--- config.mk ---
export PLATFORM = sky130hd
export DESIGN_NAME = mdio_mgmt_top
export DESIGN_NICKNAME = d
export VERILOG_FILES = /design/src/design/mdio_frame_pkg.sv /design/src/design/phy_init_pkg.sv /design/src/design/mdio_cmd_if.sv /design/src/design/mdio_frame_engine.sv /design/src/design/mdio_mgmt_top.sv /design/src/design/mgmt_fifo.sv /design/src/design/phy_init_seq.sv
export SDC_FILE = /design/constraint.sdc
export NUM_CORES = 1
export LEC_CHECK = 0
export BUFFER_PORTS_ARGS = -buffer_cell sky130_fd_sc_hd__buf_2
export CAP_MARGIN = 20
export CORE_MARGIN = 8
export CORE_UTILIZATION = 63
export CTS_BUF_LIST = sky130_fd_sc_hd__clkbuf_2 sky130_fd_sc_hd__clkbuf_4 sky130_fd_sc_hd__clkbuf_8
export DETAILED_ROUTE_END_ITERATION = 8
export GPL_TIMING_DRIVEN = 0
export HOLD_SLACK_MARGIN = 0.03
export PLACE_DENSITY_LB_ADDON = 0.3
export SETUP_SLACK_MARGIN = 0.05
export SLEW_MARGIN = 20
export SYNTH_ARGS = -nofsm -noshare
export SYNTH_HDL_FRONTEND = slang
export SYNTH_SLANG_ARGS = --single-unit
--- constraint.sdc ---
create_clock -name mdc -period 3 [get_ports mdc]
set_clock_uncertainty 0.15 [all_clocks]
set_input_delay 0.6 -clock mdc [delete_from_list [all_inputs] [get_ports mdc]]
set_output_delay 0.6 -clock mdc [all_outputs]
set_load 0.03 [all_outputs]
--- src/design/mdio_frame_pkg.sv ---
`default_nettype none

package mdio_frame_pkg;

  // clause 22 frame fields, sent msb first
  localparam int PREAMBLE_BITS = 32;

  localparam logic [1:0] ST_BITS = 2'b01;

  localparam logic [1:0] OP_WRITE = 2'b01;
  localparam logic [1:0] OP_READ  = 2'b10;

  // only the station drives turnaround on writes
  localparam logic [1:0] TA_WRITE = 2'b10;

  typedef logic [4:0] reg_addr_t;

  typedef logic [15:0] reg_data_t;

  // one management transaction, phy address comes from the top
  typedef struct packed {
    logic      read;
    reg_addr_t addr;
    reg_data_t wdata;
  } mdio_cmd_t;

  // preamble, start, opcode, two addresses, turnaround, data
  localparam int FRAME_BITS = PREAMBLE_BITS
                            + $bits(ST_BITS)
                            + $bits(OP_WRITE)
                            + 2 * $bits(reg_addr_t)
                            + $bits(TA_WRITE)
                            + $bits(reg_data_t);

endpackage

`default_nettype wire

--- src/design/phy_init_pkg.sv ---
`default_nettype none

package phy_init_pkg;

  import mdio_frame_pkg::*;

  localparam int INIT_COUNT = 7;

  typedef mdio_cmd_t init_entry_t;

  // counts 0..INIT_COUNT, the last value means done
  typedef logic [$clog2(INIT_COUNT + 1) - 1:0] init_idx_t;

  // phy bring-up writes, replayed in order after reset
  localparam init_entry_t INIT_TABLE [INIT_COUNT] = '{
    '{read: 1'b0, addr: 5'd16, wdata: 16'h0060},
    '{read: 1'b0, addr: 5'd0,  wdata: 16'h8140},
    '{read: 1'b0, addr: 5'd20, wdata: 16'h0070},
    '{read: 1'b0, addr: 5'd0,  wdata: 16'h8140},
    '{read: 1'b0, addr: 5'd29, wdata: 16'h0012},
    '{read: 1'b0, addr: 5'd30, wdata: 16'h8240},
    '{read: 1'b0, addr: 5'd0,  wdata: 16'h8140}
  };

endpackage

`default_nettype wire

--- src/design/mdio_cmd_if.sv ---
`timescale 1ns/1ps
`default_nettype none

// command handshake, source holds cmd while valid is high
interface mdio_cmd_if;

  import mdio_frame_pkg::*;

  logic      valid;
  logic      ready;
  mdio_cmd_t cmd;

  modport src (
    output valid,
    output cmd,
    input  ready
  );

  modport dst (
    input  valid,
    input  cmd,
    output ready
  );

endinterface

`default_nettype wire

--- src/design/mdio_frame_engine.sv ---
`timescale 1ns/1ps
`default_nettype none

module mdio_frame_engine #(
  parameter logic [4:0] PHY_ADDR = 5'd0
) (
  input  wire                       mdc,
  input  wire                       arst_n,
  mdio_cmd_if.dst                   cmd,
  output logic                      rsp_valid,
  input  wire                       rsp_ready,
  output mdio_frame_pkg::reg_data_t rsp_data,
  output logic                      mdio_o,
  output logic                      mdio_oe,
  input  wire                       mdio_i
);

  import mdio_frame_pkg::*;

  typedef enum logic [3:0] {
    ST_IDLE,
    ST_PREAMBLE,
    ST_START,
    ST_OPCODE,
    ST_PHY_ADDR,
    ST_REG_ADDR,
    ST_TURNAROUND,
    ST_DATA,
    ST_RESPOND
  } state_t;

  state_t    state;
  state_t    next_state;
  logic [4:0] bit_cnt;
  logic [4:0] next_cnt;
  reg_data_t sh;
  reg_data_t next_sh;
  mdio_cmd_t cmd_r;
  logic      accept;
  logic      in_frame;
  logic      shift_in;

  assign cmd.ready = (state == ST_IDLE) || (state == ST_RESPOND && rsp_ready);
  assign accept    = cmd.valid && cmd.ready;
  assign in_frame  = (state != ST_IDLE) && (state != ST_RESPOND);
  // ones fill the register outside the data field
  assign shift_in  = (state == ST_DATA) ? mdio_i : 1'b1;

  assign rsp_valid = (state == ST_RESPOND);
  assign rsp_data  = sh;

  // line is only driven while a field belongs to the station
  always_comb
  begin
    case (state)
      ST_PREAMBLE, ST_START, ST_OPCODE, ST_PHY_ADDR, ST_REG_ADDR:
        mdio_oe = 1'b1;
      ST_TURNAROUND, ST_DATA:
        mdio_oe = !cmd_r.read;
      default:
        mdio_oe = 1'b0;
    endcase
  end

  assign mdio_o = mdio_oe ? sh[15] : 1'b1;

  // next field, its length minus one, and its bits left justified
  always_comb
  begin
    next_state = ST_IDLE;
    next_cnt   = '0;
    next_sh    = {sh[14:0], shift_in};
    case (state)
      ST_PREAMBLE:
      begin
        next_state = ST_START;
        next_cnt   = 5'd1;
        next_sh    = {ST_BITS, 14'b0};
      end
      ST_START:
      begin
        next_state = ST_OPCODE;
        next_cnt   = 5'd1;
        next_sh    = {(cmd_r.read ? OP_READ : OP_WRITE), 14'b0};
      end
      ST_OPCODE:
      begin
        next_state = ST_PHY_ADDR;
        next_cnt   = 5'd4;
        next_sh    = {PHY_ADDR, 11'b0};
      end
      ST_PHY_ADDR:
      begin
        next_state = ST_REG_ADDR;
        next_cnt   = 5'd4;
        next_sh    = {cmd_r.addr, 11'b0};
      end
      ST_REG_ADDR:
      begin
        next_state = ST_TURNAROUND;
        next_cnt   = 5'd1;
        next_sh    = {TA_WRITE, 14'b0};
      end
      ST_TURNAROUND:
      begin
        next_state = ST_DATA;
        next_cnt   = 5'd15;
        next_sh    = cmd_r.wdata;
      end
      ST_DATA:
        next_state = cmd_r.read ? ST_RESPOND : ST_IDLE;
      default:
        next_state = ST_IDLE;
    endcase
  end

  always_ff @(posedge mdc or negedge arst_n)
  begin
    if (!arst_n)
    begin
      state   <= ST_IDLE;
      bit_cnt <= '0;
    end
    else if (accept)
    begin
      state   <= ST_PREAMBLE;
      bit_cnt <= 5'(PREAMBLE_BITS - 1);
    end
    else if (state == ST_RESPOND)
    begin
      // waits here while the response queue is full
      if (rsp_ready)
        state <= ST_IDLE;
    end
    else if (in_frame)
    begin
      if (bit_cnt == '0)
      begin
        state   <= next_state;
        bit_cnt <= next_cnt;
      end
      else
        bit_cnt <= bit_cnt - 1'b1;
    end
  end

  // read data collects in sh and stays there for the response
  always_ff @(posedge mdc)
  begin
    if (accept)
    begin
      cmd_r <= cmd.cmd;
      sh    <= '1;
    end
    else if (in_frame)
      sh <= (bit_cnt == '0) ? next_sh : {sh[14:0], shift_in};
  end

  // every frame keeps the engine busy for all of its bits
  a_frame_len: assert property (@(posedge mdc) disable iff (!arst_n)
    accept |=> !cmd.ready [*FRAME_BITS]);

  // released for turnaround and all read data bits
  a_read_release: assert property (@(posedge mdc) disable iff (!arst_n)
    (accept && cmd.cmd.read) |->
      ##(FRAME_BITS - $bits(reg_data_t) - 1) !mdio_oe [*($bits(reg_data_t) + 2)]);

endmodule

`default_nettype wire

--- src/design/mdio_mgmt_top.sv ---
`timescale 1ns/1ps
`default_nettype none

module mdio_mgmt_top #(
  parameter logic [4:0] PHY_ADDR  = 5'd0,
  parameter int         CMD_DEPTH = 4,
  parameter int         RSP_DEPTH = 4
) (
  input  wire                       mdc,
  input  wire                       arst_n,
  input  wire                       cmd_valid,
  output logic                      cmd_ready,
  input  wire                       cmd_read,
  input  mdio_frame_pkg::reg_addr_t cmd_reg,
  input  mdio_frame_pkg::reg_data_t cmd_wdata,
  output logic                      rsp_valid,
  input  wire                       rsp_ready,
  output mdio_frame_pkg::reg_data_t rsp_rdata,
  output logic                      mdio_o,
  output logic                      mdio_oe,
  input  wire                       mdio_i,
  output logic                      init_done
);

  import mdio_frame_pkg::*;

  mdio_cmd_t host_cmd;
  logic      eng_rsp_valid;
  logic      eng_rsp_ready;
  reg_data_t eng_rsp_data;

  mdio_cmd_if host_q_if ();
  mdio_cmd_if eng_if ();

  assign host_cmd = '{read: cmd_read, addr: cmd_reg, wdata: cmd_wdata};

  // host commands wait here while the init table runs
  mgmt_fifo #(
    .payload_t (mdio_cmd_t),
    .DEPTH     (CMD_DEPTH)
  ) cmd_q (
    .mdc       (mdc),
    .arst_n    (arst_n),
    .in_valid  (cmd_valid),
    .in_ready  (cmd_ready),
    .in_data   (host_cmd),
    .out_valid (host_q_if.valid),
    .out_ready (host_q_if.ready),
    .out_data  (host_q_if.cmd)
  );

  phy_init_seq u_init_seq (
    .mdc       (mdc),
    .arst_n    (arst_n),
    .host      (host_q_if),
    .eng       (eng_if),
    .init_done (init_done)
  );

  mdio_frame_engine #(
    .PHY_ADDR (PHY_ADDR)
  ) u_engine (
    .mdc       (mdc),
    .arst_n    (arst_n),
    .cmd       (eng_if),
    .rsp_valid (eng_rsp_valid),
    .rsp_ready (eng_rsp_ready),
    .rsp_data  (eng_rsp_data),
    .mdio_o    (mdio_o),
    .mdio_oe   (mdio_oe),
    .mdio_i    (mdio_i)
  );

  // read results in issue order
  mgmt_fifo #(
    .payload_t (reg_data_t),
    .DEPTH     (RSP_DEPTH)
  ) rsp_q (
    .mdc       (mdc),
    .arst_n    (arst_n),
    .in_valid  (eng_rsp_valid),
    .in_ready  (eng_rsp_ready),
    .in_data   (eng_rsp_data),
    .out_valid (rsp_valid),
    .out_ready (rsp_ready),
    .out_data  (rsp_rdata)
  );

endmodule

`default_nettype wire

--- src/design/mgmt_fifo.sv ---
`timescale 1ns/1ps
`default_nettype none

module mgmt_fifo #(
  parameter type payload_t = logic [7:0],
  parameter int  DEPTH     = 4
) (
  input  wire      mdc,
  input  wire      arst_n,
  input  wire      in_valid,
  output logic     in_ready,
  input  payload_t in_data,
  output logic     out_valid,
  input  wire      out_ready,
  output payload_t out_data
);

  localparam int AW = (DEPTH > 1) ? $clog2(DEPTH) : 1;
  localparam int CW = $clog2(DEPTH + 1);

  payload_t        mem [DEPTH];
  logic [AW - 1:0] wr_ptr;
  logic [AW - 1:0] rd_ptr;
  logic [CW - 1:0] count;
  logic            push;
  logic            pop;

  assign in_ready  = (count != CW'(DEPTH));
  assign out_valid = (count != '0);
  assign out_data  = mem[rd_ptr];
  assign push      = in_valid && in_ready;
  assign pop       = out_valid && out_ready;

  always_ff @(posedge mdc)
  begin
    if (push)
      mem[wr_ptr] <= in_data;
  end

  always_ff @(posedge mdc or negedge arst_n)
  begin
    if (!arst_n)
    begin
      wr_ptr <= '0;
      rd_ptr <= '0;
      count  <= '0;
    end
    else
    begin
      if (push)
        wr_ptr <= (wr_ptr == AW'(DEPTH - 1)) ? '0 : wr_ptr + 1'b1;
      if (pop)
        rd_ptr <= (rd_ptr == AW'(DEPTH - 1)) ? '0 : rd_ptr + 1'b1;
      if (push && !pop)
        count <= count + 1'b1;
      else if (pop && !push)
        count <= count - 1'b1;
    end
  end

  // empty or full means the pointers met, anything else is an overrun
  a_ptr_meet: assert property (@(posedge mdc) disable iff (!arst_n)
    (count == '0 || count == CW'(DEPTH)) |-> (wr_ptr == rd_ptr));

  // head entry waits unchanged under back-pressure
  a_hold: assert property (@(posedge mdc) disable iff (!arst_n)
    (out_valid && !out_ready) |=> (out_valid && $stable(out_data)));

endmodule

`default_nettype wire

--- src/design/phy_init_seq.sv ---
`timescale 1ns/1ps
`default_nettype none

module phy_init_seq (
  input  wire        mdc,
  input  wire        arst_n,
  mdio_cmd_if.dst    host,
  mdio_cmd_if.src    eng,
  output logic       init_done
);

  import phy_init_pkg::*;

  init_idx_t entry_idx;
  logic      init_xfer;

  assign init_done = (entry_idx == init_idx_t'(INIT_COUNT));
  assign init_xfer = !init_done && eng.valid && eng.ready;

  // table first and then host commands straight through
  always_comb
  begin
    if (init_done)
    begin
      eng.valid  = host.valid;
      eng.cmd    = host.cmd;
      host.ready = eng.ready;
    end
    else
    begin
      eng.valid  = 1'b1;
      eng.cmd    = INIT_TABLE[entry_idx];
      host.ready = 1'b0;
    end
  end

  always_ff @(posedge mdc or negedge arst_n)
  begin
    if (!arst_n)
      entry_idx <= '0;
    else if (init_xfer)
      entry_idx <= entry_idx + 1'b1;
  end

  // stays high for the rest of the run
  a_done_sticky: assert property (@(posedge mdc) disable iff (!arst_n)
    init_done |=> init_done);

  // engine sees a stable command until it takes it
  a_eng_stable: assert property (@(posedge mdc) disable iff (!arst_n)
    (eng.valid && !eng.ready) |=> (eng.valid && $stable(eng.cmd)));

endmodule

`default_nettype wire

[Word-level counts from Yosys, hierarchy flattened]
Memories as Yosys holds them, arrays and structs flattened.
Index checks and enable logic that the tools add are counted.
Word-level totals
  bits in registers: 64
  RAM bits: 152
  bits in read-only memories: 176
  bits of input ports: 27
  output and inout bits: 21
  word-level logic and storage cells: 116
  memories: 3
Memory list
  (name not given): depth 8, bits a word 22, read ports 1, clocked after memory_dff 0, wr ports 0, RTL line phy_init_seq.sv:32  | eng.cmd = INIT_TABLE[entry_idx];
  cmd_q.mem: depth 4, bits a word 22, read ports 1, clocked after memory_dff 0, wr ports 1, RTL line mgmt_fifo.sv:21  | payload_t mem [DEPTH];
  rsp_q.mem: depth 4, bits a word 16, read ports 1, clocked after memory_dff 0, wr ports 1, RTL line mgmt_fifo.sv:21
Operators by class
  add/sub/neg operators: 10
  magnitude comparators: 1
  eq/ne operators: 18
  muxes and demuxes: 35
  bitwise logic cells: 1
  reduce and logical (&&, ||, !) cells: 35
Operator list (count)
  $pmux 16 s6: 1
  $mux 22: 3
  $pmux 4 s7: 1
  $mux 4: 6
  $mux 5: 4
  $eq 4x3->1 const B: 4
  $mux 16: 1
  $logic_and 1x1->1: 12
  $mux 3: 4
  $pmux 4 s3: 1
  $reduce_bool 3->1: 4
  $mux 2: 5
  $add 3x1->3 const B: 3
  $add 2x1->2 const B: 4
  $eq 2x2->1 const B: 4
  $eq 4x2->1 const B: 2
  $mux 1: 8
  $logic_not 1->1: 6
  $ne 3x3->1 const B: 2
  $reduce_bool 2->1: 3
  $sub 3x1->3 const B: 2
  $logic_not 5->1: 1
  $reduce_or 5->1: 1
  $sub 5x1->5 const B: 1
  16 further kinds: 17

[Logic depth before layout (Yosys ltp)]
  word-level depth: 8
  gate-level depth with buffers: 12
  mapped depth without buffers: 11

[Cells and area by module]
Synthesis repeated with hierarchy kept, for this count alone.
Second synthesis, totals
  cells, all modules: 511
  area total of the unflattened synthesis: 8951.1 µm²
By module, submodules not included
  mgmt_fifo at cmd_q: instances 1, cells each 152, area each 3651.0 µm², seq. area each 2817.7 µm²
  mgmt_fifo at rsp_q: instances 1, cells each 120, area each 2751.4 µm², seq. area each 2097.0 µm²
  mdio_frame_engine: instances 1, cells each 178, area each 2072.0 µm², seq. area each 1206.2 µm²
  phy_init_seq: instances 1, cells each 61, area each 476.7 µm², seq. area each 75.1 µm²

[Worst setup path before layout]
No wires, ideal clock.
  kind: flip-flop to output port
  start point: register u_engine.state[2]
  end point: output port mdio_o
  data arrival time: 2131 ps
  data required time: 2250 ps
  path slack: 119 ps
  stages on the path, launching flop included: 5
  path buffers: 2
  path through: dfrtp_1 buf_2 buf_1 a311oi_1 nand2b_1
On the way
  longest elaborated chain between the ends: 4
  elaborated cells between the ends (all ways): 11
  those cells by class: eq/ne: 7; mux: 2; reduce/logical: 2
RTL lines
  from (decl): RTL line mdio_frame_engine.sv:32  | state_t state;
  from (signal assigned): RTL line mdio_frame_engine.sv:139  | state <= next_state;
  $eq 4x1->1 (tied with other cells): RTL line mdio_frame_engine.sv:55  | case (state)
  $reduce_or 5->1 / $reduce_or 2->1 (equally long branches): RTL line mdio_frame_engine.sv:55
  $pmux 1 s2 (*): RTL line mdio_frame_engine.sv:55
  net mdio_oe: RTL line mdio_mgmt_top.sv:20  | output logic mdio_oe,
  $mux 1 (*): RTL line mdio_frame_engine.sv:65  | assign mdio_o = mdio_oe ? sh[15] : 1'b1;
  to (decl): RTL line mdio_mgmt_top.sv:19  | output logic mdio_o,
Mark *: on every way through the listed nets, which the timed path passes. The rest lies on a longest branch.

[Final worst setup path]
  start point: register rsp_q.rd_ptr[0]
  end point: output port rsp_rdata[12]
On the way
  longest elaborated chain between the ends: 1
RTL lines
  from (decl): RTL line mgmt_fifo.sv:23  | logic [AW - 1:0] rd_ptr;
  from (signal assigned): RTL line mgmt_fifo.sv:53  | rd_ptr <= (rd_ptr == AW'(DEPTH - 1)) ? '0 : rd_ptr + 1'b1;
  $mem_v2 4x16
  to (decl): RTL line mdio_mgmt_top.sv:18  | output mdio_frame_pkg::reg_data_t rsp_rdata,
Every way passes these cells.

==> results by group <==
Status
  • Status: complete, no violations

Clock tree
  • Worst-path clk slew: 60 ps
  • # H-tree levels: 2
  • Clk sinks: 216
  • Clock buffer depth: 3
  • Worst-Skew Late Latency: around 500 ps
  • CTS tree: done
  • TritonCTS buffer count: 34
  • Root buffer cell: clkbuf_8

STA
  • RSZ-0062 raised after global routing: no
  • Hold Fails Final Rpt: 0
  • Worst slew margin: 0.435
  • Final period utilization: 0.935
  • Fmax: approximately 360 MHz
  • Max-slew violations: 0
  • Min Clock Period, post-route: 2810 ps
  • Final setup viols: 0
  • Worst Tran Pin Value: 848 ps

Global route
  • Global-route wire length before repair: 25.0 mm
  • Total GRT Usage: 0.176
  • Vias in the first global route: around 5000
  • Total congestion overflow: 0
  • Largest net degree at the start of global routing: 27
  • Initial antenna violation count: 0

Synthesis
  • Synthesized area: 0.00883 mm^2
  • Synth area leaders: edfxtp_1 59%, mux4_2 9.7%, dfrtp_1 7.4%, dfxtp_1 3.6%, ha_1 2.7%
  • FF+latch count, synth: 216
  • Syn Nets: between 500 and 600
  • Largest area contributor in the netlist: edfxtp_1
  • Post-synth EDFFs: 174
  • Count of cell types in the netlist: 53
  • Post-Syn Instances: roughly 530
  • Yosys Warn Count: 0
  • Post-synthesis async set-or-reset flop share: 0.120
  • Syn avg cell area: 16.6 um^2
  • Post-synth top flop: edfxtp_1
  • Sequential area share after synthesis: 0.702
  • Post-synth top area share: 0.592

Finish
  • # diodes: 0
  • Area Growth Syn to Fin: 13.6%
  • Finished Layout Cells: slightly above 800
  • Most frequent cells in the layout: 174 x edfxtp_1, 57 x buf_2, 38 x mux4_2, 38 x nor2_1, 38 x clkbuf_8
  • Fin util: 0.728
  • Share of cells above drive strength 1: 0.285
  • Most common cell after layout, fill and taps aside: edfxtp_1
  • Final #Nets: roughly 660
  • Fill cells: roughly 860

Placed design
  • IO Port Bufs: 47
  • Dpl cells: 760
  • Placer Congestion: 0.858
  • Final HPWL from detailed placement: 10.5 mm

Floorplan
  • Ports: 48
  • Core Region: between 0.01 and 0.015 mm^2
  • Die Ht: ~130 um
  • Row cnt: 43
  • Die Area: 0.0181 mm^2
  • Initial core utilization: 0.641
  • Chip Width: ~130 um

Route
  • Antenna Nets Post-Route: 0
  • # DRC: 0
  • First drt pass iteration count: 4
  • Routed via count: 4814
  • DR iter-0 viols: between 300 and 400
  • DR vias/cell: ~5.9
  • WL final: 15.4 mm
  • WL/cell: 18.7 um

Critical path
  • Worst Setup Start Kind: flop
  • Worst path required time: about 2300 ps
  • FF-to-FF setup slack: roughly 290 ps
  • Beginning of the worst register-to-register path: u_engine.state[0]$_DFFE_PN0P_
  • Crit-path slowest cell: mux4_2
  • Crit Path Class: reg2out
  • Most frequent CP cell: buf_4
  • CP max FO: 10
  • CP arrival: 2060 ps
  • CP Capture Type: primary output
  • Critical-path cell list: buf_4 > buf_4 > mux4_2 > buf_2
  • RR Endpoint: cmd_q.count[1]$_DFFE_PN0P_
  • Crit-path max cell delay: 530 ps
  • Worst Reg-to-Reg Cells: 8

Min path
  • Hold EP: cmd_q.mem[0][4]$_DFFE_PP_
  • Tightest Hold Check Type: in2reg
  • WHS Path Cells: 1
  • Worst Min Path Start: cmd_wdata[4]

Power and ir drop
  • Static Leakage: 3.69 nW
  • Cell area power density: 689 mW/mm^2
  • Total design power: 6.91 mW
  • Max VDD drop: approximately 0.00045 V

Flow run
  • Number of max-cap violations: 0
[state kept, by name (all words and copies together) (netlist names), 4 cells and up]
| register | cells |
|---|---|
| u_engine.rsp_data | 16 |
| cmd_q.mem | 88 |
| u_engine.cmd_r | 22 |
| u_engine.state | 4 |
| u_engine.bit_cnt | 5 |
| rsp_q.mem | 64 |
[report_power, final]
group | switching, mW | leakage [nW] | internal, mW
combinational | 0.444 | 1.28 | 0.328
sequential | 0.125 | 2.04 | 3.56
clock | 1.04 | 0.373 | 1.42
total | 1.61 | 3.69 | 5.31
[cell families (layout without fill, tap and decap cells)]
group / Yosys count / count (layout) / share of synthesized area
multiplexers: 50 / 50 / 0.112
buffers and inverters: 45 / 155 / 0.0217
XOR/XNOR: 8 / 8 / 0.00794
adder cells (fa/ha/maj): 21 / 21 / 0.0315
AND/OR/NAND/NOR: 123 / 123 / 0.0709
AO/OA/AOI/OAI: 69 / 69 / 0.0543
flip-flops: 216 / 216 / 0.702
[area by class of cell]
| type | count | area, um^2 | share of cell area |
|---|---|---|---|
| clock inverter | 10 | 67.6 | 0.00673 |
| buffer | 28 | 136 | 0.0136 |
| clock buffer | 52 | 628 | 0.0626 |
| timing repair buffer | 49 | 256 | 0.0256 |
| multi-input combinational | 271 | 2460 | 0.245 |
| sequential | 216 | 6200 | 0.618 |
| tap | 180 | 225 | 0.0224 |
| inverter | 16 | 60.1 | 0.00599 |
[worst max path at each step]
stage / start / end / slack [ps] / depth (start not counted)
after floorplan: u_engine.state[2]$_DFFE_PN0P_ / mdio_o / 120 / 4
after global placement: u_init_seq.entry_idx[0]$_DFFE_PN0P_ / u_engine.cmd_r[11]$_SDFFCE_PN0P_ / -120 / 5
after detailed placement: u_engine.state[0]$_DFFE_PN0P_ / cmd_q.count[1]$_DFFE_PN0P_ / 130 / 8
after CTS: u_engine.state[0]$_DFFE_PN0P_ / cmd_q.count[1]$_DFFE_PN0P_ / 90 / 8
after global routing: rsp_q.rd_ptr[0]$_DFFE_PN0P_ / rsp_rdata[12] / 70 / 4
final: rsp_q.rd_ptr[0]$_DFFE_PN0P_ / rsp_rdata[12] / 190 / 4
[synthesized netlist by cell type, types with 2 or more instances]
cell	n
a211oi_1	2
a21o_1	5
a21oi_1	12
a221o_1	3
a221oi_1	10
a311oi_1	2
a31oi_1	2
and2_1	15
and3_1	4
buf_2	12
clkbuf_1	15
dfrtp_1	26
dfxtp_1	16
edfxtp_1	174
fa_1	2
ha_1	19
inv_1	16
mux2_2	11
mux4_2	38
nand2_1	31
nand2b_1	5
nand3_1	6
nor2_1	39
nor2b_1	2
nor3_1	7
o21ai_0	20
o22a_1	2
o311ai_0	2
o31ai_1	3
or3_1	2
xnor2_1	5
xor2_1	3
[through the flow]
| stage | setup TNS, ps | setup WS (ps) | instance area (um^2) | hold slack [ps] |
|---|---|---|---|---|
| final | 0 | 195 | 10000 | 165 |
| after global routing | 0 | 70.2 | 10000 | 141 |
| after CTS | 0 | 88.8 | 10000 | 128 |
| after detailed placement | 0 | 125 | 9310 | 358 |
| after global placement | -2580 | -119 | 9290 | 347 |
| after floorplan | 0 | 119 | 8830 | 154 |
[metal layers]
layer	vias up	GRT usage	routed length [um]
li1	2232	-	-
met1	2416	0.199	6010
met2	137	0.314	8210
met3	29	0.0404	807
met4	0	0.0761	368
met5	-	0	0
[what timing repair did]
item | in CTS | in global routing
setup endpoints to repair | 11 | 3
cloned | 0 | 0
resized for setup | 5 | 3
buffers inserted | 0 | 0
endpoints found under the hold margin | 26 | 0
hold buffers | 1 | 0
[critical path: cells and delay by family (launching register included)]
kind,cells,cell delay (ps)
buffers and inverters,3,680
multiplexers,1,530
flip-flops,1,350
Note: power is estimated with default switching activity, not from simulation.
